## config.mk

```make
export PLATFORM = sky130hd
export DESIGN_NAME = msx_glue_top
export DESIGN_NICKNAME = d
export VERILOG_FILES = /design/src/msx_glue_pkg.sv /design/src/status_decode.sv /design/src/sd_path_select.sv /design/src/tape_control.sv /design/src/memory_route.sv /design/src/msx_glue_top.sv
export SDC_FILE = /design/constraint.sdc
export NUM_CORES = 1
export LEC_CHECK = 0
export ABC_AREA = 1
export BUFFER_PORTS_ARGS = -buffer_cell sky130_fd_sc_hd__buf_4
export CAP_MARGIN = 30
export CORE_AREA = 10 10 173 175
export CTS_CLUSTER_DIAMETER = 120
export DETAILED_ROUTE_END_ITERATION = 7
export DIE_AREA = 0 0 183 185
export HOLD_SLACK_MARGIN = 0.06
export SLEW_MARGIN = 20
export SYNTH_ARGS = -nofsm -noshare
export SYNTH_HDL_FRONTEND = slang
export SYNTH_HIERARCHICAL = 1
export SYNTH_SLANG_ARGS = --single-unit
```

## constraint.sdc

```tcl
create_clock -name clock_bus -period 1.5 [get_ports clock_bus]
set_input_delay 0.225 -clock clock_bus [delete_from_list [all_inputs] [get_ports clock_bus]]
set_output_delay 0.225 -clock clock_bus [all_outputs]
set_load 0.01 [all_outputs]
```

## src/msx_glue_pkg.sv

```systemverilog
// MSX glue package with status bit map, widths, constants and bus structs
package msx_glue_pkg;

   // ========================================
   // Host status word layout
   // ========================================
   localparam int STATUS_W       = 64;
   localparam int ST_RESET       = 0;
   localparam int ST_ASPECT_LSB  = 1;
   localparam int ASPECT_W       = 2;
   localparam int ST_SCANDBL_LSB = 3;
   localparam int SCANDBL_W      = 3;
   localparam int ST_SCALE_LSB   = 6;
   localparam int SCALE_W        = 3;
   localparam int ST_TAPE_REWIND = 9;
   localparam int ST_DETACH      = 10;
   localparam int ST_RESET_MOUNT = 12;
   localparam int ST_RESET_OSD   = 21;
   localparam int ST_TAPE_ADC    = 40;

   // ========================================
   // Image slots, downloads and video
   // ========================================
   // Number of image slots reported by the host
   localparam int IMG_NUM = 7;
   // Slot carrying the virtual SD card
   localparam int SD_SLOT = 4;
   // Cassette download index on the low six bits
   localparam logic [5:0]  CAS_INDEX  = 6'd5;
   localparam logic [11:0] CROP_216   = 12'd216;
   localparam logic [11:0] HDMI_FHD_W = 12'd1920;
   localparam logic [11:0] HDMI_FHD_H = 12'd1080;
   // Data seen by the CPU outside SDRAM
   localparam logic [7:0]  OPEN_BUS   = 8'hFF;

   localparam int RAM_ADDR_W = 27;
   localparam int DDR_ADDR_W = 28;

   // ========================================
   // Bundled signals
   // ========================================
   typedef struct packed {
      logic [11:0] arx;
      logic [11:0] ary;
      logic [11:0] crop_size;
      logic [1:0]  scanline;
      logic [2:0]  scale_mode;
      logic        hq2x;
      logic        scandoubler;
   } video_cfg_t;

   // From the SPI master
   typedef struct packed {
      logic sck;
      logic mosi;
   } spi_t;

   // Card side pins
   typedef struct packed {
      logic cs;
      logic sck;
      logic mosi;
   } sd_pins_t;

   typedef struct packed {
      logic [RAM_ADDR_W-1:0] addr;
      logic [7:0]            din;
      logic                  req;
      logic                  rnw;
   } mem_req_t;

   typedef struct packed {
      logic [DDR_ADDR_W-1:0] addr;
      logic                  rd;
   } ddr_rd_t;

endpackage

```

## src/status_decode.sv

```systemverilog
// Status decoder turning the host status word into core resets and video setup
`timescale 1ns/100ps

module status_decode (
   input  logic                              clock_bus,
   input  logic                              i_arst_n,
   input  logic [msx_glue_pkg::STATUS_W-1:0] i_status,
   input  logic                              i_forced_scandoubler,
   input  logic [11:0]                       i_hdmi_width,
   input  logic [11:0]                       i_hdmi_height,
   input  logic                              i_sd_mount,
   input  logic                              i_disk_ctrl_en,
   input  logic                              i_upload_reset,
   output logic                              o_core_reset,
   output logic                              o_hard_reset,
   output msx_glue_pkg::video_cfg_t          o_video_cfg
);
   import msx_glue_pkg::*;

   logic [ASPECT_W-1:0]  aspect;
   logic [SCANDBL_W-1:0] sd_fx;
   logic [SCANDBL_W-1:0] sd_fx_m1;
   logic                 scandbl_on;
   logic                 fhd_screen;
   logic                 hard_reset_d;
   logic                 core_reset_d;
   video_cfg_t           cfg_d;

   // ========================================
   // Reset sources
   // ========================================
   // Reset pin clears the registers directly and is no source here
   assign hard_reset_d = i_status[ST_RESET] | i_upload_reset;

   assign core_reset_d = hard_reset_d
                       | i_status[ST_DETACH]
                       | i_status[ST_RESET_OSD]
                       | (i_status[ST_RESET_MOUNT] & i_sd_mount & i_disk_ctrl_en);

   // ========================================
   // Video fields
   // ========================================
   assign aspect = i_status[ST_ASPECT_LSB +: ASPECT_W];
   // Scandoubler effect select where 0 is none and 1 is HQ2x
   assign sd_fx  = i_status[ST_SCANDBL_LSB +: SCANDBL_W];

   assign sd_fx_m1   = (sd_fx != '0) ? sd_fx - 3'd1 : 3'd0;
   assign scandbl_on = i_forced_scandoubler | (sd_fx != '0);
   assign fhd_screen = (i_hdmi_width == HDMI_FHD_W) && (i_hdmi_height == HDMI_FHD_H);

   always_comb begin
      cfg_d = '0;
      // Original 4:3 unless a custom ratio slot is chosen
      if (aspect == '0) begin
         cfg_d.arx = 12'd4;
         cfg_d.ary = 12'd3;
      end else begin
         cfg_d.arx = {10'd0, aspect - 2'd1};
         cfg_d.ary = 12'd0;
      end
      cfg_d.scanline    = sd_fx_m1[1:0];
      cfg_d.hq2x        = (sd_fx == 3'd1);
      cfg_d.scandoubler = scandbl_on;
      cfg_d.scale_mode  = i_status[ST_SCALE_LSB +: SCALE_W];
      // 216 line crop only fits 1080p without line doubling
      if (fhd_screen && !scandbl_on) begin
         cfg_d.crop_size = CROP_216;
      end
   end

   // ========================================
   // Output registers
   // ========================================
   always_ff @(posedge clock_bus or negedge i_arst_n) begin
      if (!i_arst_n) begin
         o_hard_reset <= 1'b0;
         o_core_reset <= 1'b0;
         o_video_cfg  <= '0;
      end else begin
         o_hard_reset <= hard_reset_d;
         o_core_reset <= core_reset_d;
         o_video_cfg  <= cfg_d;
      end
   end

endmodule

```

## src/sd_path_select.sv

```systemverilog
// SD path selector between physical card and virtual image, with activity LED timing
`timescale 1ns/100ps

module sd_path_select #(
   parameter int ACT_HOLD_CYCLES = 1000000
) (
   input  logic                   clock_bus,
   input  logic                   i_arst_n,
   input  logic                   i_sd_mount,
   input  logic [63:0]            i_img_size,
   input  msx_glue_pkg::spi_t     i_spi,
   input  logic                   i_sd_miso,
   input  logic                   i_vsd_miso,
   output logic                   o_spi_miso,
   output msx_glue_pkg::sd_pins_t o_sd_pins,
   output logic                   o_led_user,
   output logic [1:0]             o_led_disk
);

   logic        vsd_sel;
   logic        mosi_q;
   logic        miso_q;
   logic        spi_toggle;
   logic        sd_active;
   logic [31:0] hold_cnt;

   // ========================================
   // Card select
   // ========================================
   // Non-empty image on the SD slot switches to the virtual card
   always_ff @(posedge clock_bus or negedge i_arst_n) begin
      if (!i_arst_n) begin
         vsd_sel <= 1'b0;
      end else if (i_sd_mount) begin
         vsd_sel <= |i_img_size;
      end
   end

   // Physical pins idle low while the virtual card is used
   assign o_sd_pins.cs   = vsd_sel;
   assign o_sd_pins.sck  = i_spi.sck & ~vsd_sel;
   assign o_sd_pins.mosi = i_spi.mosi & ~vsd_sel;

   assign o_spi_miso = vsd_sel ? i_vsd_miso : i_sd_miso;

   // ========================================
   // Activity detect
   // ========================================
   assign spi_toggle = (mosi_q ^ i_spi.mosi) | (miso_q ^ o_spi_miso);

   // Counter parks at the limit and any data edge restarts the hold time
   always_ff @(posedge clock_bus or negedge i_arst_n) begin
      if (!i_arst_n) begin
         mosi_q   <= 1'b0;
         miso_q   <= 1'b0;
         hold_cnt <= 32'(ACT_HOLD_CYCLES);
      end else begin
         mosi_q <= i_spi.mosi;
         miso_q <= o_spi_miso;
         if (spi_toggle) begin
            hold_cnt <= '0;
         end else if (sd_active) begin
            hold_cnt <= hold_cnt + 32'd1;
         end
      end
   end

   assign sd_active = (hold_cnt < 32'(ACT_HOLD_CYCLES));

   // User LED for the virtual card and disk LED for the physical one
   assign o_led_user = vsd_sel & sd_active;
   assign o_led_disk = {1'b1, ~vsd_sel & sd_active};

endmodule

```

## src/tape_control.sv

```systemverilog
// Cassette control for load completion, play and rewind, and tape input select
`timescale 1ns/100ps

module tape_control (
   input  logic                              clock_bus,
   input  logic                              i_arst_n,
   input  logic                              i_core_reset,
   input  logic [msx_glue_pkg::STATUS_W-1:0] i_status,
   input  logic                              i_ioctl_download,
   input  logic [15:0]                       i_ioctl_index,
   input  logic                              i_tape_motor,
   input  logic                              i_cas_bit,
   input  logic                              i_adc_bit,
   input  logic                              i_adc_active,
   output logic                              o_cas_enable,
   output logic                              o_cas_play,
   output logic                              o_cas_rewind,
   output logic                              o_tape_bit
);
   import msx_glue_pkg::*;

   logic cas_dl;
   logic cas_dl_q;

   // Download in progress carrying a cassette file
   assign cas_dl = i_ioctl_download & (i_ioctl_index[5:0] == CAS_INDEX);

   // ========================================
   // Load completion
   // ========================================
   // Enable latches on the end of the first cassette download
   always_ff @(posedge clock_bus or negedge i_arst_n) begin
      if (!i_arst_n) begin
         cas_dl_q     <= 1'b0;
         o_cas_enable <= 1'b0;
      end else begin
         cas_dl_q <= cas_dl;
         if (cas_dl_q && !cas_dl) begin
            o_cas_enable <= 1'b1;
         end
      end
   end

   // Motor line is active low on the machine side
   assign o_cas_play   = ~i_tape_motor & o_cas_enable;
   assign o_cas_rewind = i_status[ST_TAPE_REWIND] | cas_dl | i_core_reset;

   // ========================================
   // Tape input source
   // ========================================
   assign o_tape_bit = i_status[ST_TAPE_ADC] ? (i_adc_active & i_adc_bit) : i_cas_bit;

endmodule

```

## src/memory_route.sv

```systemverilog
// Memory router for the DDR3 read port, SDRAM channel 1 and CPU read data
`timescale 1ns/100ps

module memory_route (
   input  logic                  i_dl_request,
   input  msx_glue_pkg::ddr_rd_t i_dl_rd,
   input  msx_glue_pkg::ddr_rd_t i_cas_rd,
   input  logic                  i_upload,
   input  msx_glue_pkg::mem_req_t i_upload_req,
   input  msx_glue_pkg::mem_req_t i_cpu_req,
   input  logic                  i_cpu_sdram_ce,
   input  logic [7:0]            i_sdram_dout,
   output msx_glue_pkg::ddr_rd_t o_ddr_rd,
   output msx_glue_pkg::mem_req_t o_sdram_ch1,
   output logic [7:0]            o_cpu_dout
);
   import msx_glue_pkg::*;

   // ========================================
   // DDR3 read port
   // ========================================
   // ROM downloader has priority over the cassette player
   assign o_ddr_rd = i_dl_request ? i_dl_rd : i_cas_rd;

   // ========================================
   // SDRAM channel 1
   // ========================================
   always_comb begin
      if (i_upload) begin
         o_sdram_ch1     = i_upload_req;
         // Uploads only ever write
         o_sdram_ch1.rnw = 1'b0;
      end else begin
         o_sdram_ch1 = i_cpu_req;
      end
   end

   // Open bus outside SDRAM
   assign o_cpu_dout = i_cpu_sdram_ce ? i_sdram_dout : OPEN_BUS;

endmodule

```

## src/msx_glue_top.sv

```systemverilog
// MSX glue top level joining status decode, SD path, tape control and memory routing
`timescale 1ns/100ps

module msx_glue_top #(
   parameter int ACT_HOLD_CYCLES = 1000000
) (
   input  logic                              clock_bus,
   input  logic                              i_arst_n,
   // Host side
   input  logic [msx_glue_pkg::STATUS_W-1:0] i_status,
   input  logic                              i_forced_scandoubler,
   input  logic [11:0]                       i_hdmi_width,
   input  logic [11:0]                       i_hdmi_height,
   input  logic [msx_glue_pkg::IMG_NUM-1:0]  i_img_mounted,
   input  logic [63:0]                       i_img_size,
   input  logic                              i_disk_ctrl_en,
   input  logic                              i_upload_reset,
   // SD card
   input  msx_glue_pkg::spi_t                i_spi,
   input  logic                              i_sd_miso,
   input  logic                              i_vsd_miso,
   // Cassette and tape
   input  logic                              i_ioctl_download,
   input  logic [15:0]                       i_ioctl_index,
   input  logic                              i_tape_motor,
   input  logic                              i_cas_bit,
   input  logic                              i_adc_bit,
   input  logic                              i_adc_active,
   // Memory requests
   input  logic                              i_dl_request,
   input  msx_glue_pkg::ddr_rd_t             i_dl_rd,
   input  msx_glue_pkg::ddr_rd_t             i_cas_rd,
   input  logic                              i_upload,
   input  msx_glue_pkg::mem_req_t            i_upload_req,
   input  msx_glue_pkg::mem_req_t            i_cpu_req,
   input  logic                              i_cpu_sdram_ce,
   input  logic [7:0]                        i_sdram_dout,
   // Outputs
   output logic                              o_core_reset,
   output logic                              o_hard_reset,
   output msx_glue_pkg::video_cfg_t          o_video_cfg,
   output logic                              o_spi_miso,
   output msx_glue_pkg::sd_pins_t            o_sd_pins,
   output logic                              o_led_user,
   output logic [1:0]                        o_led_disk,
   output logic                              o_cas_enable,
   output logic                              o_cas_play,
   output logic                              o_cas_rewind,
   output logic                              o_tape_bit,
   output msx_glue_pkg::ddr_rd_t             o_ddr_rd,
   output msx_glue_pkg::mem_req_t            o_sdram_ch1,
   output logic [7:0]                        o_cpu_dout
);
   import msx_glue_pkg::*;

   logic sd_mount;
   logic core_reset;

   // Host pulses the slot bit for one cycle on mount
   assign sd_mount     = i_img_mounted[SD_SLOT];
   assign o_core_reset = core_reset;

   // ========================================
   // Input side
   // ========================================
   status_decode status_decode_i (
      .clock_bus            (clock_bus),
      .i_arst_n             (i_arst_n),
      .i_status             (i_status),
      .i_forced_scandoubler (i_forced_scandoubler),
      .i_hdmi_width         (i_hdmi_width),
      .i_hdmi_height        (i_hdmi_height),
      .i_sd_mount           (sd_mount),
      .i_disk_ctrl_en       (i_disk_ctrl_en),
      .i_upload_reset       (i_upload_reset),
      .o_core_reset         (core_reset),
      .o_hard_reset         (o_hard_reset),
      .o_video_cfg          (o_video_cfg)
   );

   // ========================================
   // Processing
   // ========================================
   sd_path_select #(
      .ACT_HOLD_CYCLES (ACT_HOLD_CYCLES)
   ) sd_path_select_i (
      .clock_bus  (clock_bus),
      .i_arst_n   (i_arst_n),
      .i_sd_mount (sd_mount),
      .i_img_size (i_img_size),
      .i_spi      (i_spi),
      .i_sd_miso  (i_sd_miso),
      .i_vsd_miso (i_vsd_miso),
      .o_spi_miso (o_spi_miso),
      .o_sd_pins  (o_sd_pins),
      .o_led_user (o_led_user),
      .o_led_disk (o_led_disk)
   );

   tape_control tape_control_i (
      .clock_bus        (clock_bus),
      .i_arst_n         (i_arst_n),
      .i_core_reset     (core_reset),
      .i_status         (i_status),
      .i_ioctl_download (i_ioctl_download),
      .i_ioctl_index    (i_ioctl_index),
      .i_tape_motor     (i_tape_motor),
      .i_cas_bit        (i_cas_bit),
      .i_adc_bit        (i_adc_bit),
      .i_adc_active     (i_adc_active),
      .o_cas_enable     (o_cas_enable),
      .o_cas_play       (o_cas_play),
      .o_cas_rewind     (o_cas_rewind),
      .o_tape_bit       (o_tape_bit)
   );

   // ========================================
   // Output side
   // ========================================
   memory_route memory_route_i (
      .i_dl_request   (i_dl_request),
      .i_dl_rd        (i_dl_rd),
      .i_cas_rd       (i_cas_rd),
      .i_upload       (i_upload),
      .i_upload_req   (i_upload_req),
      .i_cpu_req      (i_cpu_req),
      .i_cpu_sdram_ce (i_cpu_sdram_ce),
      .i_sdram_dout   (i_sdram_dout),
      .o_ddr_rd       (o_ddr_rd),
      .o_sdram_ch1    (o_sdram_ch1),
      .o_cpu_dout     (o_cpu_dout)
   );

endmodule

```

==> impl_metrics.json <==
{
  "clock_latency_ns": 0.30,
  "power.leakage_nw": 4.34,
  "wire_per_inst_um": 16.5,
  "io_buffers": 366,
  "synth-xor-area-share_pct": 1.93,
  "syn_inst": 686,
  "layout_setup_ws_ns": -0.350,
  "start_kind": "flop",
  "path_max_fanout": 4,
  "synth_top_family_by_area": "simple AND/OR/NAND/NOR gates",
  "cp.arrival_ns": 1.63,
  "synth_mux_area_share_pct": 0,
  "synth_edf_count": 0,
  "rsz0062_at_grt": "yes",
  "hold_viol_final": 0,
  "ir_drop_mv": 0.445,
  "synth.distinct_cells": 29,
  "synth_compound_area_share_pct": 1.16,
  "slew_viol_final": 0,
  "n_antenna_cell": 0,
  "antenna_left": 0,
  "fp.dieArea_um2": 33900,
  "min_path_type": "in2reg",
  "via_per_inst": 3.82,
  "critical_path_required_ns": 1.27,
  "fill_cells": 2972,
  "ys_warn_count": 6,
  "die_x_um": 183,
  "yosysTopAreaCell": "nand2_1",
  "worst_setup_path_end_kind": "output pin",
  "grt_pass1_wl_um": 33600,
  "status": "complete, but fails checks",
  "fin_crit_sh_pct": 123,
  "max_cap_viol_count": 0,
  "drc": 0,
  "setup_viol_count_final": 28,
  "grt_pass1_vias": 5602,
  "io_pins": 462,
  "postSynthAreaPerCell_um2": 5.97,
  "antenna_found_initial": 2,
  "cts_num_sinks": 50,
  "core_um2": 26600,
  "grt.total_usage_pct": 12.9,
  "syn-cell-area_um2": 4090,
  "cts_root_buf": "clkbuf_16",
  "drt-initial-drc-count": 280,
  "powerDensity_nw_per_um2": 559,
  "finClkSkew_ns": 0.00895,
  "ys_ff_latch": 50,
  "dieHeight_um": 185,
  "fin_area_um2": 7700,
  "clock_path_buffers": 2,
  "htree_levels": 2,
  "dr.pass1.iters": 5,
  "ys.flop_type": "dfrtp_1",
  "path_class": "reg2out",
  "grt_max_degree": 38,
  "drt-total-wl_um": 23400,
  "drive_above_1_share_pct": 43.4,
  "start_util_pct": 15.4,
  "yosys.cell_count.top_type": "nand2_1",
  "clkTransAtPathRegs_ns": 0.07,
  "violations": "setup timing",
  "synth_common_cells": "nand2_1, nor2_1, inv_1",
  "synth-adder-area-share_pct": 0.306,
  "synthArstFlopShare_pct": 100,
  "layout.nets": 1408,
  "synth_area_leaders": "nand2_1, dfrtp_1, nor2_1, buf_4, inv_1",
  "synth_top_area_share_pct": 27.4,
  "vias": 5412,
  "num_rows": 60,
  "fmax_ghz": 0.540,
  "dpl_worst_slack_ns": -0.0605,
  "placed_cell_area_um2": 7310,
  "cts_made_buffers": 5,
  "synthSimpleGateAreaFrac_pct": 48.5,
  "synth_seq_area_share_pct": 30.8,
  "globalRouteOverflowTotal": 0,
  "place_congestion": 0.914,
  "hpwl_um": 21100,
  "post-route-min-period_ns": 1.85,
  "syn2layout_area_growth_pct": 88.0,
  "cts_tree": "yes"
}
[stage by stage]
step                TNS (ns)  cells  total power, mW  util [%]  hold slack [ns]
detailed placement    -0.344   1403             2.98      27.5            0.132
global placement      -0.994   1403             2.97      27.5            0.127
finish                 -5.07   1417             4.30      29.0           0.0786
CTS                    -1.55   1414             4.35      28.4           0.0653
floorplan            -0.0593    712             1.94         -          -0.0706
global route           -8.92   1417             4.54      29.0           0.0645
[layout make-up]
| type | count | area (um2) | share of cell area, % |
|---|---|---|---|
| Timing Repair Buffer | 412 | 3180 | 41.4 |
| Multi-Input combinational cell | 530 | 2370 | 30.7 |
| Sequential cell | 50 | 1260 | 16.4 |
| Tap cell | 341 | 427 | 5.54 |
| Inverter | 76 | 285 | 3.71 |
| Clock buffer | 5 | 125 | 1.63 |
| Clock inverter | 3 | 48.8 | 0.634 |
[logic make-up (layout without fill, tap and decap cells)]
kind of cell,count (synthesis),in the layout
xor gates and xnor gates,9,9
and+or+nand+nor,483,483
adders and majority gates,1,1
DFF,50,50
buffers and inverters,132,496
other,2,28
AOI/OAI and AO/OA,9,9
[per-layer routing]
metal	track usage (%)	wire [um]
met5	0	0
met4	1.80	206
met3	5.84	2590
met1	15.9	9690
met2	20.7	10900
[flip-flops by register name, indices dropped and copies added (netlist names)]
signal,count
sd_path_select_i/miso_q,1
status_decode_i/o_video_cfg,11
sd_path_select_i/mosi_q,1
status_decode_i/o_hard_reset,1
status_decode_i/o_core_reset,1
sd_path_select_i/vsd_sel,1
tape_control_i/cas_dl_q,1
tape_control_i/o_cas_enable,1
sd_path_select_i/hold_cnt,32
[power breakdown]
part           switching, mW  internal [mW]  total, mW
clock network          0.539          0.799       1.34
registers             0.0161           1.38       1.39
logic                  0.744          0.830       1.57
[worst max-delay path, stage by stage, from the launching register on]
cell,delay (ns)
dfstp_2,0.54
inv_2,0.04
nor2_2,0.10
nand2_1,0.07
nor2_1,0.11
nor2_1,0.07
nand2_2,0.09
nand2_4,0.08
nand2_8,0.08
nor2_2,0.04
buf_6,0.11
[layout by cell type (no fill, tap or decap)]
master / count
nand3_1: 28
xor2_1: 8
inv_1: 69
a21oi_1: 1
nand4_1: 29
bufinv_16: 1
nor2_4: 8
o21ai_1: 2
dlygate4sd3_1: 1
or2_2: 3
inv_8: 1
conb_1: 28
clkinv_1: 1
inv_2: 6
o21ai_0: 5
nor3_2: 1
nand2_4: 1
nor2_1: 91
xnor2_1: 1
dfstp_2: 7
clkbuf_16: 5
nand2_2: 3
nand3_2: 7
buf_8: 2
buf_12: 5
nor2_2: 9
and2_1: 1
buf_4: 401
ha_1: 1
dfrtp_1: 42
buf_6: 3
nand2_8: 2
clkinvlp_4: 1
nand3b_1: 2
o21bai_1: 1
nand2_1: 296
and2_0: 1
nor3_1: 1
dfrtp_2: 1
[final timing paths]
| kind | from | end | slack [ns] | depth (start not counted) |
|---|---|---|---|---|
| setup / recovery | sd_path_select_i/hold_cnt[14] | o_led_user | -0.35 | 10 |
| hold / removal | i_status[8] | status_decode_i/o_video_cfg[4] | 0.08 | 1 |
| setup reg to reg | sd_path_select_i/hold_cnt[14] | sd_path_select_i/hold_cnt[13] | -0.27 | 13 |
| hold reg to reg | tape_control_i/cas_dl_q | tape_control_i/o_cas_enable | 0.45 | 2 |
| max in group asynchronous | i_arst_n | sd_path_select_i/hold_cnt[18] | 0.61 | 3 |
| min in group asynchronous | i_arst_n | sd_path_select_i/hold_cnt[10] | 0.35 | 2 |
[what timing repair did]
action | in CTS | in global routing
setup endpoints to repair | 25 | 29
pin swaps | 2 | 13
endpoints found under the hold margin | 17 | 0
hold buffers | 1 | 0
gates resized for setup | 8 | 34
setup buffers | 2 | 4
Note: power is estimated with default switching activity, not from simulation.
